==> config.mk <==
export PLATFORM = sky130hd
export DESIGN_NAME = lsq_top
export DESIGN_NICKNAME = d
export VERILOG_FILES = /design/src/design/lsq_pkg.sv /design/src/design/lsq_top.sv /design/src/design/mem_sequencer.sv /design/src/design/store_queue.sv /design/src/design/load_slot.sv /design/src/design/load_alloc.sv
export VERILOG_INCLUDE_DIRS = /design/src /design/src/include
export SDC_FILE = /design/constraint.sdc
export NUM_CORES = 1
export LEC_CHECK = 0
export BUFFER_PORTS_ARGS = -buffer_cell sky130_fd_sc_hd__buf_4
export CAP_MARGIN = 30
export CORE_ASPECT_RATIO = 1.25
export CORE_MARGIN = 1
export CORE_UTILIZATION = 61
export DETAILED_ROUTE_END_ITERATION = 12
export PLACE_DENSITY = 0.81
export SLEW_MARGIN = 20
export SYNTH_ARGS = -nofsm -noshare
export SYNTH_HDL_FRONTEND = slang
export SYNTH_SLANG_ARGS = --single-unit
export TNS_END_PERCENT = 30
==> constraint.sdc <==
create_clock -name clk -period 7.3 [get_ports clk]
set_input_delay 1.095 -clock clk [delete_from_list [all_inputs] [get_ports clk]]
set_output_delay 1.095 -clock clk [all_outputs]
set_load 0.02 [all_outputs]
==> src/include/lsq_defs.svh <==
`ifndef LSQ_DEFS_SVH
`define LSQ_DEFS_SVH

// data and address width
`define LSQ_XLEN 32

// load side, one slot per in-flight load
`define LSQ_LOAD_DEPTH 8
`define LSQ_LOAD_IDX_BITS 3

// store side, circular buffer
`define LSQ_STORE_DEPTH 8
`define LSQ_STORE_IDX_BITS 3

// core-side tags
`define LSQ_ROB_BITS 5
`define LSQ_PHYS_BITS 6

`endif
==> src/design/lsq_pkg.sv <==
package lsq_pkg;

    // memory sequencer states
    typedef enum logic [1:0] {
        pick_load  = 2'b00,
        pick_store = 2'b01,
        wait_load  = 2'b10,
        wait_store = 2'b11
    } mem_state_t;

    // RV32 load funct3 codes
    typedef enum logic [2:0] {
        lb  = 3'b000,
        lh  = 3'b001,
        lw  = 3'b010,
        lbu = 3'b100,
        lhu = 3'b101
    } load_funct_t;

    // RV32 store funct3 codes
    typedef enum logic [2:0] {
        sb = 3'b000,
        sh = 3'b001,
        sw = 3'b010
    } store_funct_t;

endpackage

==> src/design/lsq_top.sv <==
`timescale 1ns/1ps
`include "lsq_defs.svh"

module lsq_top
    import lsq_pkg::*;
(
    input  logic                            clk,
    input  logic                            rst,
    input  logic                            load_dispatch,
    input  logic                            store_dispatch,
    input  logic [2:0]                      dispatch_funct3,
    input  logic [`LSQ_ROB_BITS-1:0]        dispatch_rob,
    input  logic [`LSQ_PHYS_BITS-1:0]       dispatch_pd,
    input  logic                            addr_valid,
    input  logic                            addr_is_store,
    input  logic [`LSQ_LOAD_IDX_BITS-1:0]   addr_idx,
    input  logic [`LSQ_XLEN-1:0]            addr,
    input  logic [`LSQ_XLEN-1:0]            store_wdata,
    input  logic [`LSQ_ROB_BITS-1:0]        commit_rob,
    input  logic [`LSQ_XLEN-1:0]            d_rdata,
    input  logic                            d_resp,
    output logic                            full,
    output logic [`LSQ_LOAD_IDX_BITS-1:0]   load_idx,
    output logic [`LSQ_STORE_IDX_BITS-1:0]  store_idx,
    output logic [`LSQ_XLEN-1:0]            d_addr,
    output logic [`LSQ_XLEN/8-1:0]          d_rmask,
    output logic [`LSQ_XLEN/8-1:0]          d_wmask,
    output logic [`LSQ_XLEN-1:0]            d_wdata,
    output logic                            result_valid,
    output logic [`LSQ_ROB_BITS-1:0]        result_rob,
    output logic [`LSQ_PHYS_BITS-1:0]       result_pd,
    output logic [`LSQ_XLEN-1:0]            result_value,
    output logic                            result_is_store
);

    logic [`LSQ_LOAD_DEPTH-1:0]     alloc, busy, ready, free;
    logic                           load_full, store_full, head_ready, store_retire;
    logic [`LSQ_STORE_IDX_BITS:0]   enq_count, ret_count;
    logic [`LSQ_XLEN-1:0]           slot_addr   [`LSQ_LOAD_DEPTH];
    load_funct_t                    slot_funct3 [`LSQ_LOAD_DEPTH];
    logic [`LSQ_ROB_BITS-1:0]       slot_rob    [`LSQ_LOAD_DEPTH];
    logic [`LSQ_PHYS_BITS-1:0]      slot_pd     [`LSQ_LOAD_DEPTH];
    logic [`LSQ_XLEN-1:0]           head_addr, head_data;
    store_funct_t                   head_funct3;
    logic [`LSQ_ROB_BITS-1:0]       head_rob;

    assign full = load_full || store_full;

    load_alloc u_alloc (.*);

    for (genvar i = 0; i < `LSQ_LOAD_DEPTH; i++)
    begin : g_slot
        load_slot #(.SLOT_ID(i)) u_slot (
            .clk, .rst, .alloc(alloc[i]), .free(free[i]),
            .dispatch_funct3, .dispatch_rob, .dispatch_pd, .enq_count, .ret_count,
            .addr_valid, .addr_is_store, .addr_idx, .addr,
            .busy(busy[i]), .ready(ready[i]), .slot_addr(slot_addr[i]),
            .slot_funct3(slot_funct3[i]), .slot_rob(slot_rob[i]), .slot_pd(slot_pd[i])
        );
    end

    store_queue u_sq (
        .clk, .rst, .store_dispatch, .dispatch_funct3, .dispatch_rob,
        .addr_valid, .addr_is_store, .addr_idx(addr_idx[`LSQ_STORE_IDX_BITS-1:0]),
        .addr, .store_wdata, .commit_rob, .store_retire, .store_idx, .store_full,
        .enq_count, .ret_count, .head_ready, .head_addr, .head_funct3, .head_data, .head_rob
    );

    mem_sequencer u_seq (.*);

endmodule

==> src/design/mem_sequencer.sv <==
`timescale 1ns/1ps
`include "lsq_defs.svh"

module mem_sequencer
    import lsq_pkg::*;
(
    input  logic                            clk,
    input  logic                            rst,
    input  logic [`LSQ_LOAD_DEPTH-1:0]      ready,
    input  logic [`LSQ_XLEN-1:0]            slot_addr   [`LSQ_LOAD_DEPTH],
    input  load_funct_t                     slot_funct3 [`LSQ_LOAD_DEPTH],
    input  logic [`LSQ_ROB_BITS-1:0]        slot_rob    [`LSQ_LOAD_DEPTH],
    input  logic [`LSQ_PHYS_BITS-1:0]       slot_pd     [`LSQ_LOAD_DEPTH],
    input  logic                            head_ready,
    input  logic [`LSQ_XLEN-1:0]            head_addr,
    input  store_funct_t                    head_funct3,
    input  logic [`LSQ_XLEN-1:0]            head_data,
    input  logic [`LSQ_ROB_BITS-1:0]        head_rob,
    input  logic [`LSQ_XLEN-1:0]            d_rdata,
    input  logic                            d_resp,
    output logic [`LSQ_LOAD_DEPTH-1:0]      free,
    output logic                            store_retire,
    output logic [`LSQ_XLEN-1:0]            d_addr,
    output logic [`LSQ_XLEN/8-1:0]          d_rmask,
    output logic [`LSQ_XLEN/8-1:0]          d_wmask,
    output logic [`LSQ_XLEN-1:0]            d_wdata,
    output logic                            result_valid,
    output logic [`LSQ_ROB_BITS-1:0]        result_rob,
    output logic [`LSQ_PHYS_BITS-1:0]       result_pd,
    output logic [`LSQ_XLEN-1:0]            result_value,
    output logic                            result_is_store
);

    mem_state_t                     state;
    logic [`LSQ_LOAD_IDX_BITS-1:0]  pick_idx;
    logic [`LSQ_LOAD_IDX_BITS-1:0]  sel;
    logic [1:0]                     offset;
    logic [`LSQ_XLEN-1:0]           lane_word;
    logic [`LSQ_XLEN-1:0]           load_value;
    logic [`LSQ_XLEN-1:0]           store_lanes;

    // size bits of funct3 are shared by loads and stores
    function automatic logic [`LSQ_XLEN/8-1:0] access_mask(input logic [1:0] size,
                                                           input logic [1:0] off);
        case (size)
            2'b00:   access_mask = 4'b0001 << off;
            2'b01:   access_mask = 4'b0011 << off;
            default: access_mask = 4'b1111;
        endcase
    endfunction

    always_comb
    begin
        pick_idx = '0;
        for (int i = `LSQ_LOAD_DEPTH - 1; i >= 0; i--)
        begin
            if (ready[i])
                pick_idx = `LSQ_LOAD_IDX_BITS'(i);
        end
    end

    // store data moved into its byte lanes
    always_comb
    begin
        case (head_funct3)
            sb:      store_lanes = {{(`LSQ_XLEN-8){1'b0}}, head_data[7:0]} << (8 * head_addr[1:0]);
            sh:      store_lanes = {{(`LSQ_XLEN-16){1'b0}}, head_data[15:0]} << (8 * head_addr[1:0]);
            default: store_lanes = head_data;
        endcase
    end

    // pick the addressed lane, then extend
    always_comb
    begin
        lane_word = d_rdata >> (8 * offset);
        case (slot_funct3[sel])
            lb:      load_value = {{(`LSQ_XLEN-8){lane_word[7]}}, lane_word[7:0]};
            lbu:     load_value = {{(`LSQ_XLEN-8){1'b0}}, lane_word[7:0]};
            lh:      load_value = {{(`LSQ_XLEN-16){lane_word[15]}}, lane_word[15:0]};
            lhu:     load_value = {{(`LSQ_XLEN-16){1'b0}}, lane_word[15:0]};
            default: load_value = d_rdata;
        endcase
    end

    // slot free and store retire land on the same edge as result_valid
    always_comb
    begin
        free = '0;
        if (state == wait_load && d_resp)
            free[sel] = 1'b1;
    end
    assign store_retire = (state == wait_store) && d_resp;

    always_ff @(posedge clk)
    begin
        if (rst)
        begin
            state        <= pick_load;
            d_rmask      <= '0;
            d_wmask      <= '0;
            result_valid <= 1'b0;
        end
        else
        begin
            d_rmask      <= '0;
            d_wmask      <= '0;
            result_valid <= 1'b0;
            case (state)
                pick_load:
                begin
                    if (|ready)
                    begin
                        d_rmask <= access_mask(slot_funct3[pick_idx][1:0], slot_addr[pick_idx][1:0]);
                        state   <= wait_load;
                    end
                    else
                        state <= pick_store;
                end
                pick_store:
                begin
                    if (head_ready)
                    begin
                        d_wmask <= access_mask(head_funct3[1:0], head_addr[1:0]);
                        state   <= wait_store;
                    end
                    else
                        state <= pick_load;
                end
                wait_load:
                begin
                    if (d_resp)
                    begin
                        result_valid <= 1'b1;
                        state        <= pick_store;
                    end
                end
                default:
                begin
                    if (d_resp)
                    begin
                        result_valid <= 1'b1;
                        state        <= pick_load;
                    end
                end
            endcase
        end
    end

    // request and result payload
    always_ff @(posedge clk)
    begin
        if (state == pick_load && |ready)
        begin
            sel     <= pick_idx;
            offset  <= slot_addr[pick_idx][1:0];
            d_addr  <= {slot_addr[pick_idx][`LSQ_XLEN-1:2], 2'b00};
            d_wdata <= '0;
        end
        else if (state == pick_store && head_ready)
        begin
            d_addr  <= {head_addr[`LSQ_XLEN-1:2], 2'b00};
            d_wdata <= store_lanes;
        end
        if (state == wait_load && d_resp)
        begin
            result_rob      <= slot_rob[sel];
            result_pd       <= slot_pd[sel];
            result_value    <= load_value;
            result_is_store <= 1'b0;
        end
        else if (state == wait_store && d_resp)
        begin
            result_rob      <= head_rob;
            result_pd       <= '0;
            result_value    <= '0;
            result_is_store <= 1'b1;
        end
    end

    // one request in flight, so a response outside a wait state is stray
    resp_in_wait: assert property (@(posedge clk) disable iff (rst)
        d_resp |-> (state == wait_load || state == wait_store));

endmodule

==> src/design/store_queue.sv <==
`timescale 1ns/1ps
`include "lsq_defs.svh"

module store_queue
    import lsq_pkg::*;
(
    input  logic                            clk,
    input  logic                            rst,
    input  logic                            store_dispatch,
    input  logic [2:0]                      dispatch_funct3,
    input  logic [`LSQ_ROB_BITS-1:0]        dispatch_rob,
    input  logic                            addr_valid,
    input  logic                            addr_is_store,
    input  logic [`LSQ_STORE_IDX_BITS-1:0]  addr_idx,
    input  logic [`LSQ_XLEN-1:0]            addr,
    input  logic [`LSQ_XLEN-1:0]            store_wdata,
    input  logic [`LSQ_ROB_BITS-1:0]        commit_rob,
    input  logic                            store_retire,
    output logic [`LSQ_STORE_IDX_BITS-1:0]  store_idx,
    output logic                            store_full,
    output logic [`LSQ_STORE_IDX_BITS:0]    enq_count,
    output logic [`LSQ_STORE_IDX_BITS:0]    ret_count,
    output logic                            head_ready,
    output logic [`LSQ_XLEN-1:0]            head_addr,
    output store_funct_t                    head_funct3,
    output logic [`LSQ_XLEN-1:0]            head_data,
    output logic [`LSQ_ROB_BITS-1:0]        head_rob
);

    localparam int IDX = `LSQ_STORE_IDX_BITS;

    // one extra bit on each counter tells full from empty
    logic [IDX:0]                  head;
    logic [IDX:0]                  tail;
    logic [IDX-1:0]                head_ptr;
    logic [`LSQ_STORE_DEPTH-1:0]   addr_known;

    logic [`LSQ_XLEN-1:0]          sq_addr  [`LSQ_STORE_DEPTH];
    logic [`LSQ_XLEN-1:0]          sq_data  [`LSQ_STORE_DEPTH];
    store_funct_t                  sq_funct [`LSQ_STORE_DEPTH];
    logic [`LSQ_ROB_BITS-1:0]      sq_rob   [`LSQ_STORE_DEPTH];

    assign head_ptr   = head[IDX-1:0];
    assign store_idx  = tail[IDX-1:0];
    assign enq_count  = tail;
    assign ret_count  = head;
    assign store_full = (head[IDX-1:0] == tail[IDX-1:0]) && (head[IDX] != tail[IDX]);

    always_ff @(posedge clk)
    begin
        if (rst)
        begin
            head       <= '0;
            tail       <= '0;
            addr_known <= '0;
        end
        else
        begin
            if (store_dispatch)
            begin
                tail                 <= tail + 1'b1;
                addr_known[store_idx] <= 1'b0;
            end
            if (addr_valid && addr_is_store)
                addr_known[addr_idx] <= 1'b1;
            if (store_retire)
                head <= head + 1'b1;
        end
    end

    always_ff @(posedge clk)
    begin
        if (store_dispatch)
        begin
            sq_funct[store_idx] <= store_funct_t'(dispatch_funct3);
            sq_rob[store_idx]   <= dispatch_rob;
        end
        if (addr_valid && addr_is_store)
        begin
            sq_addr[addr_idx] <= addr;
            sq_data[addr_idx] <= store_wdata;
        end
    end

    // head may write memory only once the ROB has reached it
    assign head_ready  = (head != tail) && addr_known[head_ptr] && (sq_rob[head_ptr] == commit_rob);
    assign head_addr   = sq_addr[head_ptr];
    assign head_funct3 = sq_funct[head_ptr];
    assign head_data   = sq_data[head_ptr];
    assign head_rob    = sq_rob[head_ptr];

    retire_needs_ready: assert property (@(posedge clk) disable iff (rst)
        store_retire |-> head_ready);

    // tail must not overrun the head
    no_store_when_full: assert property (@(posedge clk) disable iff (rst)
        store_dispatch |-> !store_full);

endmodule

==> src/design/load_slot.sv <==
`timescale 1ns/1ps
`include "lsq_defs.svh"

module load_slot
    import lsq_pkg::*;
#(
    parameter int SLOT_ID = 0
)
(
    input  logic                            clk,
    input  logic                            rst,
    input  logic                            alloc,
    input  logic                            free,
    input  logic [2:0]                      dispatch_funct3,
    input  logic [`LSQ_ROB_BITS-1:0]        dispatch_rob,
    input  logic [`LSQ_PHYS_BITS-1:0]       dispatch_pd,
    input  logic [`LSQ_STORE_IDX_BITS:0]    enq_count,
    input  logic [`LSQ_STORE_IDX_BITS:0]    ret_count,
    input  logic                            addr_valid,
    input  logic                            addr_is_store,
    input  logic [`LSQ_LOAD_IDX_BITS-1:0]   addr_idx,
    input  logic [`LSQ_XLEN-1:0]            addr,
    output logic                            busy,
    output logic                            ready,
    output logic [`LSQ_XLEN-1:0]            slot_addr,
    output load_funct_t                     slot_funct3,
    output logic [`LSQ_ROB_BITS-1:0]        slot_rob,
    output logic [`LSQ_PHYS_BITS-1:0]       slot_pd
);

    logic                          addr_known;
    logic                          addr_hit;
    logic [`LSQ_STORE_IDX_BITS:0]  store_mark;
    logic [`LSQ_STORE_IDX_BITS:0]  mark_dist;

    assign addr_hit = addr_valid && !addr_is_store &&
                      (addr_idx == `LSQ_LOAD_IDX_BITS'(SLOT_ID));

    // top bit clear means ret_count has caught up with the mark
    assign mark_dist = ret_count - store_mark;
    assign ready = busy && addr_known && !mark_dist[`LSQ_STORE_IDX_BITS];

    always_ff @(posedge clk)
    begin
        if (rst)
        begin
            busy       <= 1'b0;
            addr_known <= 1'b0;
        end
        else if (alloc)
        begin
            busy       <= 1'b1;
            addr_known <= 1'b0;
        end
        else
        begin
            if (free)
                busy <= 1'b0;
            if (addr_hit)
                addr_known <= 1'b1;
        end
    end

    // operation fields
    always_ff @(posedge clk)
    begin
        if (alloc)
        begin
            slot_funct3 <= load_funct_t'(dispatch_funct3);
            slot_rob    <= dispatch_rob;
            slot_pd     <= dispatch_pd;
            store_mark  <= enq_count;
        end
        if (addr_hit)
            slot_addr <= addr;
    end

    // the sequencer only frees a slot it picked while ready
    free_while_busy: assert property (@(posedge clk) disable iff (rst) free |-> busy);

endmodule

==> src/design/load_alloc.sv <==
`timescale 1ns/1ps
`include "lsq_defs.svh"

module load_alloc
    import lsq_pkg::*;
(
    input  logic                            clk,
    input  logic                            rst,
    input  logic                            load_dispatch,
    input  logic                            store_dispatch,
    input  logic [`LSQ_LOAD_DEPTH-1:0]      busy,
    output logic [`LSQ_LOAD_DEPTH-1:0]      alloc,
    output logic [`LSQ_LOAD_IDX_BITS-1:0]   load_idx,
    output logic                            load_full
);

    assign load_full = &busy;

    // lowest free slot wins
    always_comb
    begin
        load_idx = '0;
        for (int i = `LSQ_LOAD_DEPTH - 1; i >= 0; i--)
        begin
            if (!busy[i])
                load_idx = `LSQ_LOAD_IDX_BITS'(i);
        end
    end

    always_comb
    begin
        alloc = '0;
        if (load_dispatch && !load_full)
            alloc[load_idx] = 1'b1;
    end

    // dispatch source must honour full
    no_load_when_full: assert property (@(posedge clk) disable iff (rst)
        load_dispatch |-> !load_full);

    one_dispatch_kind: assert property (@(posedge clk) disable iff (rst)
        !(load_dispatch && store_dispatch));

endmodule

==> qor_table.md <==
| Quantity | This run |
|---|---|
| Clock tree from TritonCTS | done |
| Post-placement worst setup slack | 2.67 ns |
| Worst setup path category | reg2reg |
| Port Buffers | 246 |
| Count of nets after finishing | 2946 |
| Number of unique standard cell types used by synthesis | 77 |
| Synthesized flop and latch total | 1133 |
| Lkg Pwr | 18.1 nW |
| Startpoint types | flop |
| Data required time at the worst endpoint | 7.70 ns |
| Fraction of met1 tracks used by global routing | 33.8% |
| Combinational group share of total power | 2.5% |
| Syn Area/Cell | 17.8 sq um |
| Cell internal power dissipation | 0.0104 W |
| Number of stages on the worst hold path | 2 |
| Synthesis Warnings | 0 |
| Root Buffer Master | clkbuf_16 |
| Worst clock skew | 0.0255 ns |
| Placement Cell Area | 48000 sq um |
| Min setup slack post-route | 2.51 ns |
| Switching part of the total | 19.9% |
| Longest Clk Path Bufs | 3 |
| Sequential fraction of the synthesis area | 73.7% |
| Total net switching power | 0.00257 W |
| Transition time at the pin with the least slew margin | 0.992 ns |
| Number of setup buffers added after CTS | 0 |
| CTS Hold Buffers Added | 0 |
| DR iter-0 viols | 2276 |
| Core ar. | 73200 sq um |
| Die footprint | 75000 sq um |
| Reg2Reg Depth | 12 |
| Critical path peak fanout | 48 |
| Layout cells sized above 1 | 24.3% |
| DR pass1 iterations | 6 |
| Largest net degree at the start of global routing | 68 |
| Vias in the first global route | 24852 |
| Final Cycle Share | 65.6% |
| H-tree Lvls | 3 |
| Total design power | 0.0129 W |
| Final Routed Wirelength | 101000 um |
| M2 GR Usage | 47.5% |
| Worst reg2reg setup slack | 2.51 ns |
| Clock input transition at the sequential cells of the worst setup and hold paths | 0.06 ns |
| Number of ports placed on the die boundary | 249 |
| Post-synth EDFFs | 1054 |
| Post-synthesis instance area | 45100 sq um |
| Fill cell instance count of the final layout | 4418 |
| Final weighted congestion of routability-driven global placement | 0.909 |
| IR drop worst, VDD | 0.235 mV |
| Design Area, Final | 51500 sq um |
| Max Freq | 209 MHz |
| Setup TNS Final | 0 ns |
| Type of destination of the critical path | flop |
| Die H | 306 um |
| Main flop type after synthesis | edfxtp_1 |
| Final worst path period need | 4.79 ns |
| GR Layer Usage met3 | 4.07% |
| Maximum capacitance violations | 0 |
| Initial core utilization | 61.6% |
| Relative contribution of sequential cells to total power | 55.9% |
| Max transition margin | 33.9% |
| Routing layer with the top usage in global route | met2 |
| Clock network latency to the later pin of the worst-skew pair | 0.67 ns |
| Status | finished clean |
| Number of resized instances in the post-cts repair step | 0 |
| End-of-flow core utilization | 70.4% |
| Total half-perimeter wirelength after legalization and detailed placement | 60700 um |
| PD cells | 251 nW/um^2 |
| Setup repair after global routing missed its margin | no |
| Post-route DRC | 0 |
| Layout overhead on the synthesized area | 14.3% |
| Drt via density | 6.30 |
| Floorplan die width | 245 um |
| Count of final setup violators | 0 |
| TritonCTS Buffers | 103 |
| GRT Resource Usage Total | 27.1% |
| Clock network fraction of total power | 41.5% |
| Sinks on the clock net | 1133 |
| Class of the tightest hold or removal check | reg2reg |
| Global route overflow | 0 |
| Number of nets with antenna violations after routing | 0 |
| Async set-reset flop share out of synthesis | 0% |
| Instance count of the mapped netlist | 2533 |
| Detailed-route via count | 24278 |
| WP data arrival | 5.18 ns |
| Initial antenna violation count | 8 |
| Average wire per cell in the routed design | 26.2 um |
| # rows | 111 |
| Max Transition Viols Final | 0 |
| Wire length of the first global-routing pass | 150000 um |
| Number of hold violations in the final report | 0 |
-- synthesized netlist by cell type (all sizes together) (26+ instances only) --
cell,count,area [sq um]
a211oi,37,300
a21oi,148,744
buf,77,469
clkbuf,61,229
dfxtp,79,1580
edfxtp,1054,31700
inv,45,169
mux2,26,300
mux2i,307,3110
mux4,149,3360
nand2,85,319
nor2,150,563
nor2b,58,373
o21ai,26,134
o22ai,26,163
-- logic make-up (layout without fill, tap and decap cells) --
kind of cell	count (synthesis)	in the layout	synth area share, %
AO/OA/AOI/OAI	305	305	4.27
XOR/XNOR	21	21	0.408
adder cells (fa/ha/maj)	18	18	0.500
buffers and inverters	184	538	1.93
flip-flops	1133	1133	73.7
multiplexers	482	482	15.0
other	1	8	0.00832
AND/OR/NAND/NOR	389	389	4.12
-- cell usage in the layout (no fill, tap or decap), types with 13 or more instances in the layout --
master / n
nand3_1: 17
or3_1: 14
mux2_2: 23
clkbuf_1: 14
o22ai_1: 26
nand2b_1: 13
edfxtp_1: 1054
a31oi_1: 13
nand2_1: 84
a211oi_1: 34
a21oi_1: 147
nor2_1: 138
nor3_1: 18
mux2i_1: 303
clkbuf_16: 105
clkinv_1: 14
nor2b_1: 56
inv_1: 40
mux4_2: 149
buf_4: 294
o21ai_0: 18
ha_1: 18
clkinv_2: 25
dfxtp_1: 76
-- area by class of cell --
class | count | area (sq um) | share of cell area (%)
clock buffers | 128 | 2800 | 5.45
well taps | 960 | 1200 | 2.33
inverters | 46 | 175 | 0.340
diodes | 6 | 15.0 | 0.0292
flip-flops and latches | 1133 | 33200 | 64.6
multi-input cells | 1217 | 11100 | 21.6
clock inverters | 62 | 587 | 1.14
repair buffers | 302 | 2360 | 4.59
-- per-stage QoR --
stage               instances  hold slack, ns
global placement         3649           0.446
floorplan                2534           0.451
detailed placement       3654           0.453
finish                   3854           0.462
global route             3853           0.493
CTS                      3844           0.462
-- worst paths after layout --
| kind | startpoint | endpoint |
|---|---|---|
| setup reg to reg | u_sq.ret_count[2] | u_seq.d_addr[2] |
| hold reg to reg | u_seq.d_wdata[2] | u_seq.d_wdata[2] |
| hold / removal | u_seq.d_wdata[2] | u_seq.d_wdata[2] |
| setup / recovery | u_sq.ret_count[2] | u_seq.d_addr[2] |
-- flip-flops by register name (all words and copies together) (netlist names), 24 cells and up, named ones only --
register,cells
g_slot.u_slot.slot_pd,48
u_seq.d_wdata,32
g_slot.u_slot.store_mark,32
g_slot.u_slot.slot_rob,40
u_sq.sq_data,256
g_slot.u_slot.slot_addr,256
u_sq.sq_funct,24
u_sq.sq_addr,256
u_sq.sq_rob,40
u_seq.result_value,32
g_slot.u_slot.slot_funct3,24
u_seq.d_addr,30
-- power groups by stage --
stage / clock [W] / sequential [W] / combinational (W)
finish: 0.00538 / 0.00724 / 0.000329
global route: 0.00566 / 0.00724 / 0.000353
CTS: 0.00544 / 0.00724 / 0.000327
detailed placement: 0 / 0.00738 / 0.000325
global placement: 0 / 0.00737 / 0.000307
floorplan: 0 / 0.00737 / 0.000137
-- worst max-delay path, stage by stage, from the launching register on --
cell	delay (ns)
dfxtp_1	0.71
ha_1	0.28
nand2_1	0.07
o21ai_1	0.25
mux2_2	0.40
a211oi_2	0.28
o21a_2	0.25
or2_4	0.72
buf_4	0.68
mux2i_1	0.31
mux2i_1	0.12
mux2i_1	0.28
a21oi_1	0.11
-- routing by layer --
metal,vias to the layer above,part of all wire (%)
li1,10534,-
met4,6,3.3
met5,-,0.035
met2,1160,53
met1,12351,37
met3,227,7.1
(Power assumes the default switching activity.)
